**config.mk**
```make
export PLATFORM = sky130hd
export DESIGN_NAME = trigger_top
export DESIGN_NICKNAME = d
export VERILOG_FILES = /design/src/trigger_pkg.sv /design/src/readout_pkg.sv /design/src/channel_acq_controller.sv /design/src/record_fifo.sv /design/src/trigger_processor.sv /design/src/trigger_top.sv /design/src/ttc_trigger_receiver.sv
export SDC_FILE = /design/constraint.sdc
export NUM_CORES = 2
export LEC_CHECK = 0
export ABC_AREA = 1
export ABC_CLOCK_PERIOD_IN_PS = 7100
export BUFFER_PORTS_ARGS = -buffer_cell sky130_fd_sc_hd__buf_2
export CORE_MARGIN = 5
export CORE_UTILIZATION = 47
export DETAILED_ROUTE_END_ITERATION = 10
export PLACE_DENSITY = 0.63
export SYNTH_ARGS = -nofsm -noshare
export SYNTH_HDL_FRONTEND = slang
export SYNTH_HIERARCHICAL = 1
export SYNTH_SLANG_ARGS = --single-unit
export TNS_END_PERCENT = 30
```
**constraint.sdc**
```tcl
create_clock -name ttc_clk -period 7.1 [get_ports ttc_clk]
set_clock_uncertainty 0.15 [all_clocks]
set_input_delay 2.13 -clock ttc_clk [delete_from_list [all_inputs] [get_ports ttc_clk]]
set_output_delay 2.13 -clock ttc_clk [all_outputs]
set_load 0.005 [all_outputs]
```
**src/trigger_pkg.sv**
```systemverilog
// trigger-side widths, trigger type codes and the trigger record format

package trigger_pkg;

    // ------------------------------------------------------------------------
    // field widths
    // ------------------------------------------------------------------------

    localparam int TRIG_NUM_WIDTH  = 24; // global trigger number
    localparam int TRIG_TYPE_WIDTH = 5;  // trigger type code
    localparam int TIMESTAMP_WIDTH = 44; // free-running ttc_clk count

    typedef logic [TRIG_NUM_WIDTH-1:0]  trig_num_t;
    typedef logic [TRIG_TYPE_WIDTH-1:0] trig_type_t;
    typedef logic [TIMESTAMP_WIDTH-1:0] timestamp_t;

    // ------------------------------------------------------------------------
    // trigger type codes
    // ------------------------------------------------------------------------

    localparam trig_type_t TRIG_TYPE_MUON     = 5'd1; // muon fill
    localparam trig_type_t TRIG_TYPE_LASER    = 5'd2; // laser calibration
    localparam trig_type_t TRIG_TYPE_PEDESTAL = 5'd3; // pedestal run

    // one entry of the trigger FIFO, 73 bits
    // timestamp on top so the number/type low bits line up with the event record
    typedef struct packed {
        timestamp_t timestamp; // stamp taken at the accepting edge
        trig_num_t  trig_num;  // starts at 1 after reset
        trig_type_t trig_type;
    } trig_info_t;

endpackage

```
**src/readout_pkg.sv**
```systemverilog
// channel-side widths and the acquisition event record format

package readout_pkg;

    import trigger_pkg::*;

    // ------------------------------------------------------------------------
    // channel configuration
    // ------------------------------------------------------------------------

    localparam int NUM_CHAN    = 5; // channel FPGAs on the board
    localparam int DELAY_WIDTH = 8; // trigger delay in ttc_clk cycles

    typedef logic [NUM_CHAN-1:0]    chan_mask_t; // one bit per channel
    typedef logic [DELAY_WIDTH-1:0] delay_t;

    // one entry of the acquisition event FIFO, 29 bits
    typedef struct packed {
        trig_num_t  trig_num;  // number the channels were fired for
        trig_type_t trig_type;
    } acq_event_t;

endpackage

```
**src/channel_acq_controller.sv**
```systemverilog
// channel acquisition controller that delays, fires the channels and logs the event

module channel_acq_controller
    import trigger_pkg::*;
    import readout_pkg::*;
(
    input  logic       ttc_clk,
    input  logic       rst_n,

    // from the trigger receiver
    input  logic       trigger,     // one-cycle pulse
    input  trig_num_t  trig_num,
    input  trig_type_t trig_type,
    output logic       acq_ready,   // high only while idle

    // configuration, latched per trigger
    input  chan_mask_t chan_en,
    input  delay_t     trig_delay,

    // channel FPGAs
    input  chan_mask_t chan_dones,  // may be pulses
    output chan_mask_t chan_enable,
    output chan_mask_t chan_trig,

    // event FIFO write side
    input  logic       fifo_full,
    output logic       fifo_push,
    output acq_event_t fifo_data
);

    typedef enum logic [1:0] {
        S_IDLE,
        S_DELAY,
        S_WAIT_DONES,
        S_WRITE
    } state_t;

    state_t     state;
    delay_t     delay_cnt;  // cycles left before firing
    chan_mask_t mask;       // latched chan_en
    chan_mask_t dones_seen; // latched done flags
    chan_mask_t dones_now;
    trig_num_t  ev_num;
    trig_type_t ev_type;

    assign dones_now = (dones_seen | chan_dones) & mask; // disabled ones ignored
    assign acq_ready = (state == S_IDLE);
    assign fifo_push = (state == S_WRITE) && !fifo_full; // stall while full
    assign fifo_data = '{trig_num: ev_num, trig_type: ev_type};

    // ------------------------------------------------------------------------
    // control FSM
    // ------------------------------------------------------------------------

    always_ff @(posedge ttc_clk) begin
        if (!rst_n) begin
            state       <= S_IDLE;
            delay_cnt   <= '0;
            dones_seen  <= '0;
            chan_trig   <= '0;
            chan_enable <= '0;
        end else begin
            chan_trig <= '0; // single-cycle pulse
            case (state)
                S_IDLE: begin
                    if (trigger) begin
                        dones_seen <= '0;
                        if (trig_delay == '0) begin // zero delay fires right away
                            chan_trig   <= chan_en;
                            chan_enable <= chan_en;
                            state       <= S_WAIT_DONES;
                        end else begin
                            delay_cnt <= trig_delay;
                            state     <= S_DELAY;
                        end
                    end
                end
                S_DELAY: begin
                    if (delay_cnt == delay_t'(1)) begin
                        chan_trig   <= mask;
                        chan_enable <= mask;
                        state       <= S_WAIT_DONES;
                    end else begin
                        delay_cnt <= delay_cnt - 1'b1;
                    end
                end
                S_WAIT_DONES: begin
                    dones_seen <= dones_now;
                    if (dones_now == mask) begin // last enabled done in
                        chan_enable <= '0;
                        state       <= S_WRITE;
                    end
                end
                S_WRITE: begin
                    if (!fifo_full) state <= S_IDLE;
                end
                default: state <= S_IDLE;
            endcase
        end
    end

    // per-trigger payload
    always_ff @(posedge ttc_clk) begin
        if (state == S_IDLE && trigger) begin
            mask    <= chan_en;
            ev_num  <= trig_num;
            ev_type <= trig_type;
        end
    end

    // receiver must honour acq_ready
    a_trig_when_idle: assert property (@(posedge ttc_clk) disable iff (!rst_n)
        trigger |-> state == S_IDLE);
    a_chan_trig_pulse: assert property (@(posedge ttc_clk) disable iff (!rst_n)
        (chan_trig != '0) |=> (chan_trig == '0));

endmodule

```
**src/record_fifo.sv**
```systemverilog
// single-clock first-word fall-through FIFO holding one record type

module record_fifo #(
    parameter int  FIFO_DEPTH = 16,          // power of two
    parameter type record_t   = logic [31:0] // record carried per entry
) (
    input  logic    ttc_clk,
    input  logic    rst_n,
    input  logic    push,
    input  record_t push_data,
    input  logic    pop,
    output record_t pop_data,
    output logic    empty,
    output logic    full
);

    localparam int PTR_W = $clog2(FIFO_DEPTH);

    record_t          mem [FIFO_DEPTH]; // circular buffer
    logic [PTR_W-1:0] wr_ptr;
    logic [PTR_W-1:0] rd_ptr;
    logic [PTR_W:0]   count;            // occupancy, 0..FIFO_DEPTH
    logic             wr_en;
    logic             rd_en;

    assign wr_en    = push & ~full;  // overflow never corrupts the buffer
    assign rd_en    = pop & ~empty;
    assign empty    = (count == '0);
    assign full     = (count == (PTR_W + 1)'(FIFO_DEPTH));
    assign pop_data = mem[rd_ptr];   // head is always visible

    // pointers wrap by themselves since depth is a power of two
    always_ff @(posedge ttc_clk) begin
        if (!rst_n) begin
            wr_ptr <= '0;
            rd_ptr <= '0;
            count  <= '0;
        end else begin
            if (wr_en) wr_ptr <= wr_ptr + 1'b1;
            if (rd_en) rd_ptr <= rd_ptr + 1'b1;
            case ({wr_en, rd_en})
                2'b10:   count <= count + 1'b1;
                2'b01:   count <= count - 1'b1;
                default: count <= count; // idle, or push and pop together
            endcase
        end
    end

    always_ff @(posedge ttc_clk) begin
        if (wr_en) mem[wr_ptr] <= push_data;
    end

    // writers and readers are expected to watch the flags themselves
    a_no_push_full: assert property (@(posedge ttc_clk) disable iff (!rst_n)
        push |-> !full);
    a_no_pop_empty: assert property (@(posedge ttc_clk) disable iff (!rst_n)
        pop |-> !empty);

endmodule

```
**src/trigger_processor.sv**
```systemverilog
// trigger processor that pairs both FIFO records and requests a readout

module trigger_processor
    import trigger_pkg::*;
    import readout_pkg::*;
(
    input  logic       ttc_clk,
    input  logic       rst_n,

    // trigger FIFO read side
    input  logic       trig_empty,
    input  trig_info_t trig_data,  // head record, fall-through
    output logic       trig_pop,

    // event FIFO read side
    input  logic       acq_empty,
    input  acq_event_t acq_data,
    output logic       acq_pop,

    // command manager, four-phase handshake
    input  logic       readout_ack,
    output logic       readout_req,
    output trig_num_t  ttc_trig_num,
    output trig_type_t ttc_trig_type,
    output timestamp_t ttc_trig_timestamp,

    output logic       error_trig_num,  // sticky number mismatch
    output logic       error_trig_type  // sticky type mismatch
);

    typedef enum logic [1:0] {
        S_IDLE,    // waiting for a record in each FIFO
        S_REQUEST, // req high, waiting for ack
        S_RELEASE  // req low, waiting for ack to drop
    } state_t;

    state_t state;
    logic   pop_both;

    // both records leave together
    assign pop_both = (state == S_IDLE) && !trig_empty && !acq_empty;
    assign trig_pop = pop_both;
    assign acq_pop  = pop_both;

    // ------------------------------------------------------------------------
    // handshake FSM and cross-check
    // ------------------------------------------------------------------------

    always_ff @(posedge ttc_clk) begin
        if (!rst_n) begin
            state           <= S_IDLE;
            readout_req     <= 1'b0;
            error_trig_num  <= 1'b0;
            error_trig_type <= 1'b0;
        end else begin
            case (state)
                S_IDLE: begin
                    if (pop_both) begin
                        readout_req <= 1'b1;
                        state       <= S_REQUEST;
                        if (trig_data.trig_num != acq_data.trig_num) error_trig_num <= 1'b1;
                        if (trig_data.trig_type != acq_data.trig_type) error_trig_type <= 1'b1;
                    end
                end
                S_REQUEST: begin
                    if (readout_ack) begin
                        readout_req <= 1'b0;
                        state       <= S_RELEASE;
                    end
                end
                S_RELEASE: begin
                    if (!readout_ack) state <= S_IDLE; // ready for the next pair
                end
                default: state <= S_IDLE;
            endcase
        end
    end

    // readout info, held until the next pop
    always_ff @(posedge ttc_clk) begin
        if (pop_both) begin
            ttc_trig_num       <= trig_data.trig_num;
            ttc_trig_type      <= trig_data.trig_type;
            ttc_trig_timestamp <= trig_data.timestamp;
        end
    end

    // command manager sees req until it has answered
    a_req_held: assert property (@(posedge ttc_clk) disable iff (!rst_n)
        $fell(readout_req) |-> $past(readout_ack));

endmodule

```
**src/trigger_top.sv**
```systemverilog
// top level of the synchronous TTC trigger path from receiver to readout request

module trigger_top
    import trigger_pkg::*;
    import readout_pkg::*;
#(
    parameter int FIFO_DEPTH = 16 // depth of both record FIFOs
) (
    input  logic       ttc_clk,  // 40 MHz TTC clock
    input  logic       rst_n,

    // trigger and configuration
    input  logic       ttc_trigger,
    input  trig_type_t trig_type,
    input  chan_mask_t chan_en,
    input  delay_t     trig_delay,

    // channel FPGAs
    input  chan_mask_t chan_dones,
    output chan_mask_t chan_enable,
    output chan_mask_t chan_trig,

    // command manager
    input  logic       readout_ack,
    output logic       readout_req,
    output trig_num_t  ttc_trig_num,
    output trig_type_t ttc_trig_type,
    output timestamp_t ttc_trig_timestamp,

    // errors
    output logic       error_trig_rate,
    output logic       error_trig_num,
    output logic       error_trig_type
);

    // ------------------------------------------------------------------------
    // interconnect
    // ------------------------------------------------------------------------

    logic       acq_ready;
    logic       acq_trigger;
    trig_num_t  acq_trig_num;
    trig_type_t acq_trig_type;

    logic       trig_push;     // receiver -> trigger FIFO
    trig_info_t trig_push_data;
    logic       trig_full;
    logic       trig_pop;      // trigger FIFO -> processor
    trig_info_t trig_pop_data;
    logic       trig_empty;

    logic       acq_push;      // controller -> event FIFO
    acq_event_t acq_push_data;
    logic       acq_full;
    logic       acq_pop;       // event FIFO -> processor
    acq_event_t acq_pop_data;
    logic       acq_empty;

    // ------------------------------------------------------------------------
    // instances
    // ------------------------------------------------------------------------

    ttc_trigger_receiver ttc_trigger_receiver (
        .ttc_clk(ttc_clk), .rst_n(rst_n),
        .trigger(ttc_trigger), .trig_type(trig_type),
        .acq_ready(acq_ready), .acq_trigger(acq_trigger),
        .acq_trig_num(acq_trig_num), .acq_trig_type(acq_trig_type),
        .fifo_full(trig_full), .fifo_push(trig_push), .fifo_data(trig_push_data),
        .error_trig_rate(error_trig_rate)
    );

    channel_acq_controller channel_acq_controller (
        .ttc_clk(ttc_clk), .rst_n(rst_n),
        .trigger(acq_trigger), .trig_num(acq_trig_num), .trig_type(acq_trig_type),
        .acq_ready(acq_ready), .chan_en(chan_en), .trig_delay(trig_delay),
        .chan_dones(chan_dones), .chan_enable(chan_enable), .chan_trig(chan_trig),
        .fifo_full(acq_full), .fifo_push(acq_push), .fifo_data(acq_push_data)
    );

    // trigger FIFO: timestamp, number, type
    record_fifo #(.FIFO_DEPTH(FIFO_DEPTH), .record_t(trig_info_t)) trig_info_fifo (
        .ttc_clk(ttc_clk), .rst_n(rst_n),
        .push(trig_push), .push_data(trig_push_data), .pop(trig_pop),
        .pop_data(trig_pop_data), .empty(trig_empty), .full(trig_full)
    );

    // event FIFO: number and type of each completed acquisition
    record_fifo #(.FIFO_DEPTH(FIFO_DEPTH), .record_t(acq_event_t)) acq_event_fifo (
        .ttc_clk(ttc_clk), .rst_n(rst_n),
        .push(acq_push), .push_data(acq_push_data), .pop(acq_pop),
        .pop_data(acq_pop_data), .empty(acq_empty), .full(acq_full)
    );

    trigger_processor trigger_processor (
        .ttc_clk(ttc_clk), .rst_n(rst_n),
        .trig_empty(trig_empty), .trig_data(trig_pop_data), .trig_pop(trig_pop),
        .acq_empty(acq_empty), .acq_data(acq_pop_data), .acq_pop(acq_pop),
        .readout_ack(readout_ack), .readout_req(readout_req),
        .ttc_trig_num(ttc_trig_num), .ttc_trig_type(ttc_trig_type),
        .ttc_trig_timestamp(ttc_trig_timestamp),
        .error_trig_num(error_trig_num), .error_trig_type(error_trig_type)
    );

endmodule

```
**src/ttc_trigger_receiver.sv**
```systemverilog
// TTC trigger receiver that accepts, numbers and timestamps backplane triggers

module ttc_trigger_receiver
    import trigger_pkg::*;
(
    input  logic       ttc_clk,
    input  logic       rst_n,

    // backplane trigger
    input  logic       trigger,
    input  trig_type_t trig_type,

    // channel acquisition controller side
    input  logic       acq_ready,     // controller is idle
    output logic       acq_trigger,   // one-cycle pulse per accepted trigger
    output trig_num_t  acq_trig_num,
    output trig_type_t acq_trig_type,

    // trigger FIFO write side
    input  logic       fifo_full,
    output logic       fifo_push,
    output trig_info_t fifo_data,

    output logic       error_trig_rate // sticky, trigger arrived while busy
);

    logic       trigger_d; // last sample of trigger
    logic       trig_edge;
    logic       accept;
    trig_num_t  trig_cnt;  // triggers accepted so far
    trig_num_t  next_num;
    timestamp_t timestamp; // free-running cycle count

    assign trig_edge = trigger & ~trigger_d;             // low then high
    assign accept    = trig_edge & acq_ready & ~fifo_full;
    assign next_num  = trig_cnt + 1'b1;                  // first one is 1

    // ------------------------------------------------------------------------
    // counters and flags
    // ------------------------------------------------------------------------

    always_ff @(posedge ttc_clk) begin
        if (!rst_n) begin
            trigger_d       <= 1'b1; // a level held through reset is no edge
            trig_cnt        <= '0;
            timestamp       <= '0;
            acq_trigger     <= 1'b0;
            fifo_push       <= 1'b0;
            error_trig_rate <= 1'b0;
        end else begin
            trigger_d   <= trigger;
            timestamp   <= timestamp + 1'b1;
            acq_trigger <= accept; // controller and FIFO see it together
            fifo_push   <= accept;
            if (accept) trig_cnt <= next_num;
            // dropped triggers leave the number alone
            if (trig_edge && !accept) error_trig_rate <= 1'b1;
        end
    end

    // record of the accepted trigger, stamped at the accepting edge
    always_ff @(posedge ttc_clk) begin
        if (accept) begin
            acq_trig_num        <= next_num;
            acq_trig_type       <= trig_type;
            fifo_data.timestamp <= timestamp;
            fifo_data.trig_num  <= next_num;
            fifo_data.trig_type <= trig_type;
        end
    end

    // full is sampled one cycle before the write lands in the FIFO
    a_push_not_full: assert property (@(posedge ttc_clk) disable iff (!rst_n)
        fifo_push |-> !fifo_full);

endmodule
```
# Yosys cells after proc, flatten, opt, wreduce, memory -nomap -nowiden
# Memories as Yosys holds them, arrays and structs flattened. A register that Yosys moved wholly into a read port is not among the register bits.
# Cells that the tools add are included.
[word_totals] regBits=307 latchBits=0 mem_bits_rw=1632 romBits=0 out_inout_bits=87 elab_cells=147 n_memories=2
[classes] n_addsub=11 n_mul=0 div_mod_pow=0 n_lt_le_gt_ge=0 eq_ne=25 shifts=0 n_mux=38 bitwise=14 reduce_logical=28
[mem_list] memory="trig_info_fifo.mem" words=16 width=73 read_ports=1 rd_ports_with_merged_regs=1 write_ports=1 line="record_fifo.sv:19" source="record_t mem [FIFO_DEPTH];"
[mem_list] memory="acq_event_fifo.mem" words=16 width=29 read_ports=1 rd_ports_with_merged_regs=1 write_ports=1 line="record_fifo.sv:19"
[op_table] op="$add A44 B1 Y44 const B" count=1
[op_table] op="$mux W5" count=8
[op_table] op="$pmux W5 S2" count=4
[op_table] op="$add A24 B1 Y24 const B" count=1
[op_table] op="$mux W8" count=3
[op_table] op="$ne A24 B24 Y1" count=1
[op_table] op="$add A4 B1 Y4 const B" count=4
[op_table] op="$mux W2" count=8
[op_table] op="$mux W4" count=4
[op_table] op="$pmux W8 S2" count=1
[op_table] op="$pmux W5 S3" count=1
[op_table] op="$ne A2 B2 Y1 const B" count=7
[op_table] op="$reduce_and A3 Y1" count=4
[op_table] op="$add A5 B1 Y5 const B" count=2
[op_table] op="$eq A2 B2 Y1 const B" count=5
[op_table] op="$eq A5 B5 Y1 const B" count=2
[op_table] op="$logic_not A5 Y1" count=2
[op_table] op="$reduce_bool A2 Y1" count=5
[op_table] op="$sub A5 B1 Y5 const B" count=2
[op_table] op="$eq A2 B1 Y1 const B" count=4
[op_table] op="$eq A8 B1 Y1 const B" count=1
[op_table] op="$logic_not A8 Y1" count=1
[op_table] op="$pmux W2 S4" count=1
[op_table] op="$reduce_and A4 Y1" count=2
[op_table] op="other kinds (17)" count=42

# Logic depth before layout (Yosys ltp)
[depth] word_depth=7 mapped_depth=18 mapped_depth_nobuf=17

# By module
# Netlist, hierarchy kept.
[by_module_without_submodules] mod="record_fifo at trig_info_fifo" instances=1 cells_per_inst=3201 area_each_um2=47439.2
[by_module_without_submodules] mod="record_fifo at acq_event_fifo" instances=1 cells_per_inst=1357 area_each_um2=19412.4
[by_module_without_submodules] mod="ttc_trigger_receiver" instances=1 cells_per_inst=744 area_each_um2=6408.6
[by_module_without_submodules] mod="trigger_processor" instances=1 cells_per_inst=232 area_each_um2=2937.8
[by_module_without_submodules] mod="channel_acq_controller" instances=1 cells_per_inst=293 area_each_um2=2657.5

# Worst setup path after synthesis
# OpenSTA, ideal clock, no wires.
[synth_timing] kind="reg-to-reg" startpoint="register trig_info_fifo.count[1]" endpoint="register acq_event_fifo.count[4]" setup_ns=0.117 arrival_ns=4.706 required_ns=6.833 slack_ns=2.127 path_stages_with_launch=17 cell_sequence="dfxtp_1 nor2_1 nand3_1 inv_1 nor4_4 nand2_1 inv_2 ha_1 xor2_1 ha_1 inv_1 nand2_1 nand2_1 nand3_1 nand2_1 nor2_1 nor2_1"
[synth_via] elab_chain_cells=7 word_cells_on_any_way=9
[synth_rtl] element="start: declaration" line="record_fifo.sv:22" source="logic [PTR_W:0] count;"
[synth_rtl] element="start signal: assignment" line="record_fifo.sv:42" source="2'b10: count <= count + 1'b1;"
[synth_rtl] element="start signal: assignment" line="record_fifo.sv:43" source="2'b01: count <= count - 1'b1;"
[synth_rtl] element="start signal: assignment" line="record_fifo.sv:44" source="default: count <= count;"
[synth_rtl] element="$logic_not A5 Y1 *" line="record_fifo.sv:28" source="assign empty = (count == '0);"
[synth_rtl] element="via trig_empty" line="trigger_top.sv:50" source="logic trig_empty;"
[synth_rtl] element="$logic_not A1 Y1 *" line="trigger_processor.sv:41" source="assign pop_both = (state == S_IDLE) && !trig_empty && !acq_empty;"
[synth_rtl] element="$logic_and A1 B1 Y1 * (2 in a row)" line="trigger_processor.sv:41"
[synth_rtl] element="via acq_pop" line="trigger_top.sv:55" source="logic acq_pop;"
[synth_rtl] element="$and A1 B1 Y1 *" line="record_fifo.sv:27" source="assign rd_en = pop & ~empty;"
[synth_rtl] element="via acq_event_fifo.rd_en" line="record_fifo.sv:24" source="logic rd_en;"
[synth_rtl] element="$eq A2 B1 Y1 / $eq A2 B2 Y1 (equally long branches)" line="record_fifo.sv:41" source="case ({wr_en, rd_en})"
[synth_rtl] element="$pmux W5 S2 / $reduce_bool A2 Y1 (equally long branches)"
[synth_rtl] element="end signal: assignment" line="record_fifo.sv:42"
[synth_rtl] element="end signal: assignment" line="record_fifo.sv:43"
[synth_rtl] element="end signal: assignment" line="record_fifo.sv:44"
[synth_rtl] element="end: declaration" line="record_fifo.sv:22"
# Mark *: on every way through the listed nets, which the timed path passes. The rest lies on a longest branch.
# A chain may end at the register's enable or synchronous reset.

==> reports/qor.yml <==
outcome:
  status: "complete, no violations"
synthesis:
  synthesis.nets: 5880
  synth_flop_cell: "edfxtp_1"
  synth_cell_type_count: 41
  async_flop_share_pct: 0
  synth-edff-count: 1812
  syn_avg_cell_area_um2: 13.5
  ys_seq_area_share_pct: 72.4
  ys_ff_latch: 1947
  syn_area_mm2: 0.0789
  ys_warn_count: 6
  syn_inst: 5827
layout:
  drive_above_1_share_pct: 9.14
  fin_nets: 5934
  areaGrowthSynthToFinish_pct: 10.6
  final_core_utilization_pct: 52.2
  fill_cells: 13903
critical_path:
  start_kind: "flop"
  end_kind: "flop"
  cp_slowest_cell: "inv_8"
  critical-path-top-delay-family: "buffers and inverters"
  cpPeakStageDelay_ns: 0.69
  cp_common_cell: "nand2_1"
  path_class: "reg2reg"
  cp_num_buf_inv: 3
  cp.arrival_ns: 4.67
  crit_fanout: 114
  path_cells: "inv_8 > buf_4 > buf_4 > o211ai_1 > nand3_1 > nand2_1 > xor2_1 > nor2_1 > nand2_1 > nor2_1 > nand3_1 > nand2_1 > a21oi_1"
  r2r_setup_slack_ns: 2.97
  critPathRequiredTime_ns: 7.64
pwr:
  intPower_mw: 18.7
  power_density_mw_per_mm2: 278
  p_leak_nw: 28.9
  switching_share_pct: 22.7
  clockPowerShare_pct: 40.5
  p_comb_share_pct: 5.4
  vdd_drop_max_v: 0.000243
  netSwitchingPower_mw: 5.49
  power_frac_seq_pct: 54.1
route:
  drt_first_pass_iters: 5
  drc: 0
  ant_nets: 0
  drt-initial-drc-count: 3859
  wirelength_mm: 188
  viasPerCell: 5.54
  wl_per_cell_um: 22.7
  num_vias: 45644
cts:
  cts_hold_buf: 0
  clock_latency_ns: 0.83
  clock-root-buffer: "clkbuf_16"
  cts_buffers: 192
  tritoncts: "built"
  cts_setup_buffers: 0
  htree_levels: 4
  clk_pin_slew_ns: 0.06
  cts_sinks: 1947
  cts_buffer_depth: 3
  cts-resized-gates: 0
sta:
  tns_ns: 0
  timing.fmax_mhz: 242
  hold_ws_ns: 0.328
  setup_violations: 0
  timing.final.crit_share_pct: 58.2
  maxSlewHeadroom_pct: 18.0
  period_needed_ns: 4.13
  timing_worst_slew_pin_value_ns: 1.23
  maxSlewViolCount: 0
  rsz0062_at_grt: "no"
  setup_slack_ns: 2.97
  hold_viol_final: 0
flow_run:
  cap_violations: 0
floorplan:
  coreArea_mm2: 0.167
  top_level_ports: 114
  die_w_um: 420
  design.die.area_mm2: 0.176
  die_h_um: 420
  rows: 150
  initial_core_util_pct: 47.2
global_routing:
  grt_max_degree: 210
  first_global_vias: 44018
  antenna_found_initial: 4
  grt_pass1_wl_mm: 281
  grt_usage_pct: 21.1
  grt_overflow: 0
placement:
  gp_congestion: 0.839
  hpwl_mm: 98.4
  port-buffer-count: 113
  place_ws_ns: 2.79
worst_hold_path:
  hold_path.class: "reg2reg"
## placed cells by master (no fill, tap or decap), drive strengths merged, types with 2 or more instances in the layout
master / Yosys / layout
nand4: 32 / 32
ha: 26 / 26
mux2i: 408 / 408
xnor2: 7 / 7
a31o: 2 / 2
o211ai: 408 / 408
nor2: 258 / 258
nor3: 7 / 7
nand3: 217 / 217
dfxtp: 135 / 135
bufinv: 0 / 9
clkbuf: 167 / 258
edfxtp: 1812 / 1812
clkinv: 2 / 79
xor2: 31 / 31
nand2: 463 / 463
clkinvlp: 0 / 3
o21a: 6 / 6
inv: 644 / 651
buf: 170 / 197
a21oi: 492 / 492
or2: 2 / 2
nand3b: 2 / 2
o2111ai: 2 / 2
o21ai: 531 / 531
## power groups by stage
stage	logic, mW	registers (mW)	clock network [mW]
after floorplan	1.01	13.2	0
after global placement	1.30	13.3	0
after detailed placement	1.32	13.3	0
after CTS	1.32	13.1	9.97
after global routing	1.48	13.1	10.5
final	1.32	13.1	9.81
## per-stage QoR
stage                     cells  total power, mW  area (um2)
final                      8246             24.2       87200
after global routing       8246             25.1       87200
after CTS                  8245             24.4       87200
after detailed placement   7891             14.7       81200
after global placement     7890             14.6       81100
after floorplan            5827             14.2       78900
## cell type report
type	instances	area, um2	share of cell area (%)
sequential	1947	57100	65.5
multi-input combinational	2897	17500	20.1
clock buffer	258	5190	5.95
tap	2204	2760	3.16
inverter	646	2440	2.80
timing repair buffer	197	1310	1.50
clock inverter	96	883	1.01
antenna	1	2.50	0.00287
## flip-flops by register name (all words and copies together), names as in the netlist, 8 cells and up, named ones only
| register | cells |
|---|---|
| ttc_trigger_receiver/timestamp | 44 |
| trigger_processor/ttc_trig_num | 24 |
| channel_acq_controller/delay_cnt | 8 |
| ttc_trigger_receiver/trig_cnt | 24 |
| trigger_processor/ttc_trig_timestamp | 44 |
| acq_event_fifo/mem | 464 |
| trig_info_fifo/mem | 1168 |
| ttc_trigger_receiver/fifo_data | 44 |
| ttc_trigger_receiver/acq_trig_num | 24 |
| channel_acq_controller/ev_num | 24 |
## kinds of logic (layout without fill, tap and decap cells)
logic type	Yosys count	after routing	synth area share (%)
other	0	1	0
adders and majority gates	26	26	0.413
muxes	408	408	5.18
AOI/OAI and AO/OA	1443	1443	10.5
xor gates and xnor gates	38	38	0.422
buffers and inverters	983	1197	5.68
DFF	1947	1947	72.4
and+or+nand+nor	982	982	5.36
## per-layer routing
metal  share of wire [%]  GRT usage (%)  up-vias  routed length (um)
li1                    -              -    21293                   -
met1                  42           28.3    22817               79300
met2                  50           36.6     1291               94000
met3                 5.3           2.77      243                9940
met4                 2.3           5.42        0                4230
met5                   0              0        -                   0
## final timing paths
kind | start | endpoint | cells after the start
max | flop | trigger_processor/error_trig_num | 13
min | ttc_trigger_receiver/timestamp[0] | ttc_trigger_receiver/timestamp[0] | 1
max reg2reg | flop | trigger_processor/error_trig_num | 13
min reg2reg | ttc_trigger_receiver/timestamp[0] | ttc_trigger_receiver/timestamp[0] | 1
## synthesized netlist by cell type, types with 6 or more instances
library cell	count	area, um2
nor2_2	8	50.1
nor2_1	242	908
buf_12	15	300
nand4_1	32	200
nand3_2	6	60.1
buf_1	23	86.3
o211ai_1	408	3060
inv_1	636	2390
inv_2	8	30.0
clkbuf_1	167	627
buf_4	41	308
nor3_1	6	30.0
buf_8	8	120
a21oi_1	492	2460
nor2_4	8	90.1
nand3_1	210	1050
mux2i_1	408	4080
dfxtp_1	135	2700
o21ai_1	190	951
nand2_1	456	1710
o21ai_0	339	1700
xnor2_1	7	61.3
buf_6	31	349
ha_1	26	325
o21a_1	6	45.0
nand2_2	7	43.8
xor2_1	31	272
buf_2	52	260
edfxtp_1	1812	54400
No activity file was read; power rests on OpenSTA's default activity.
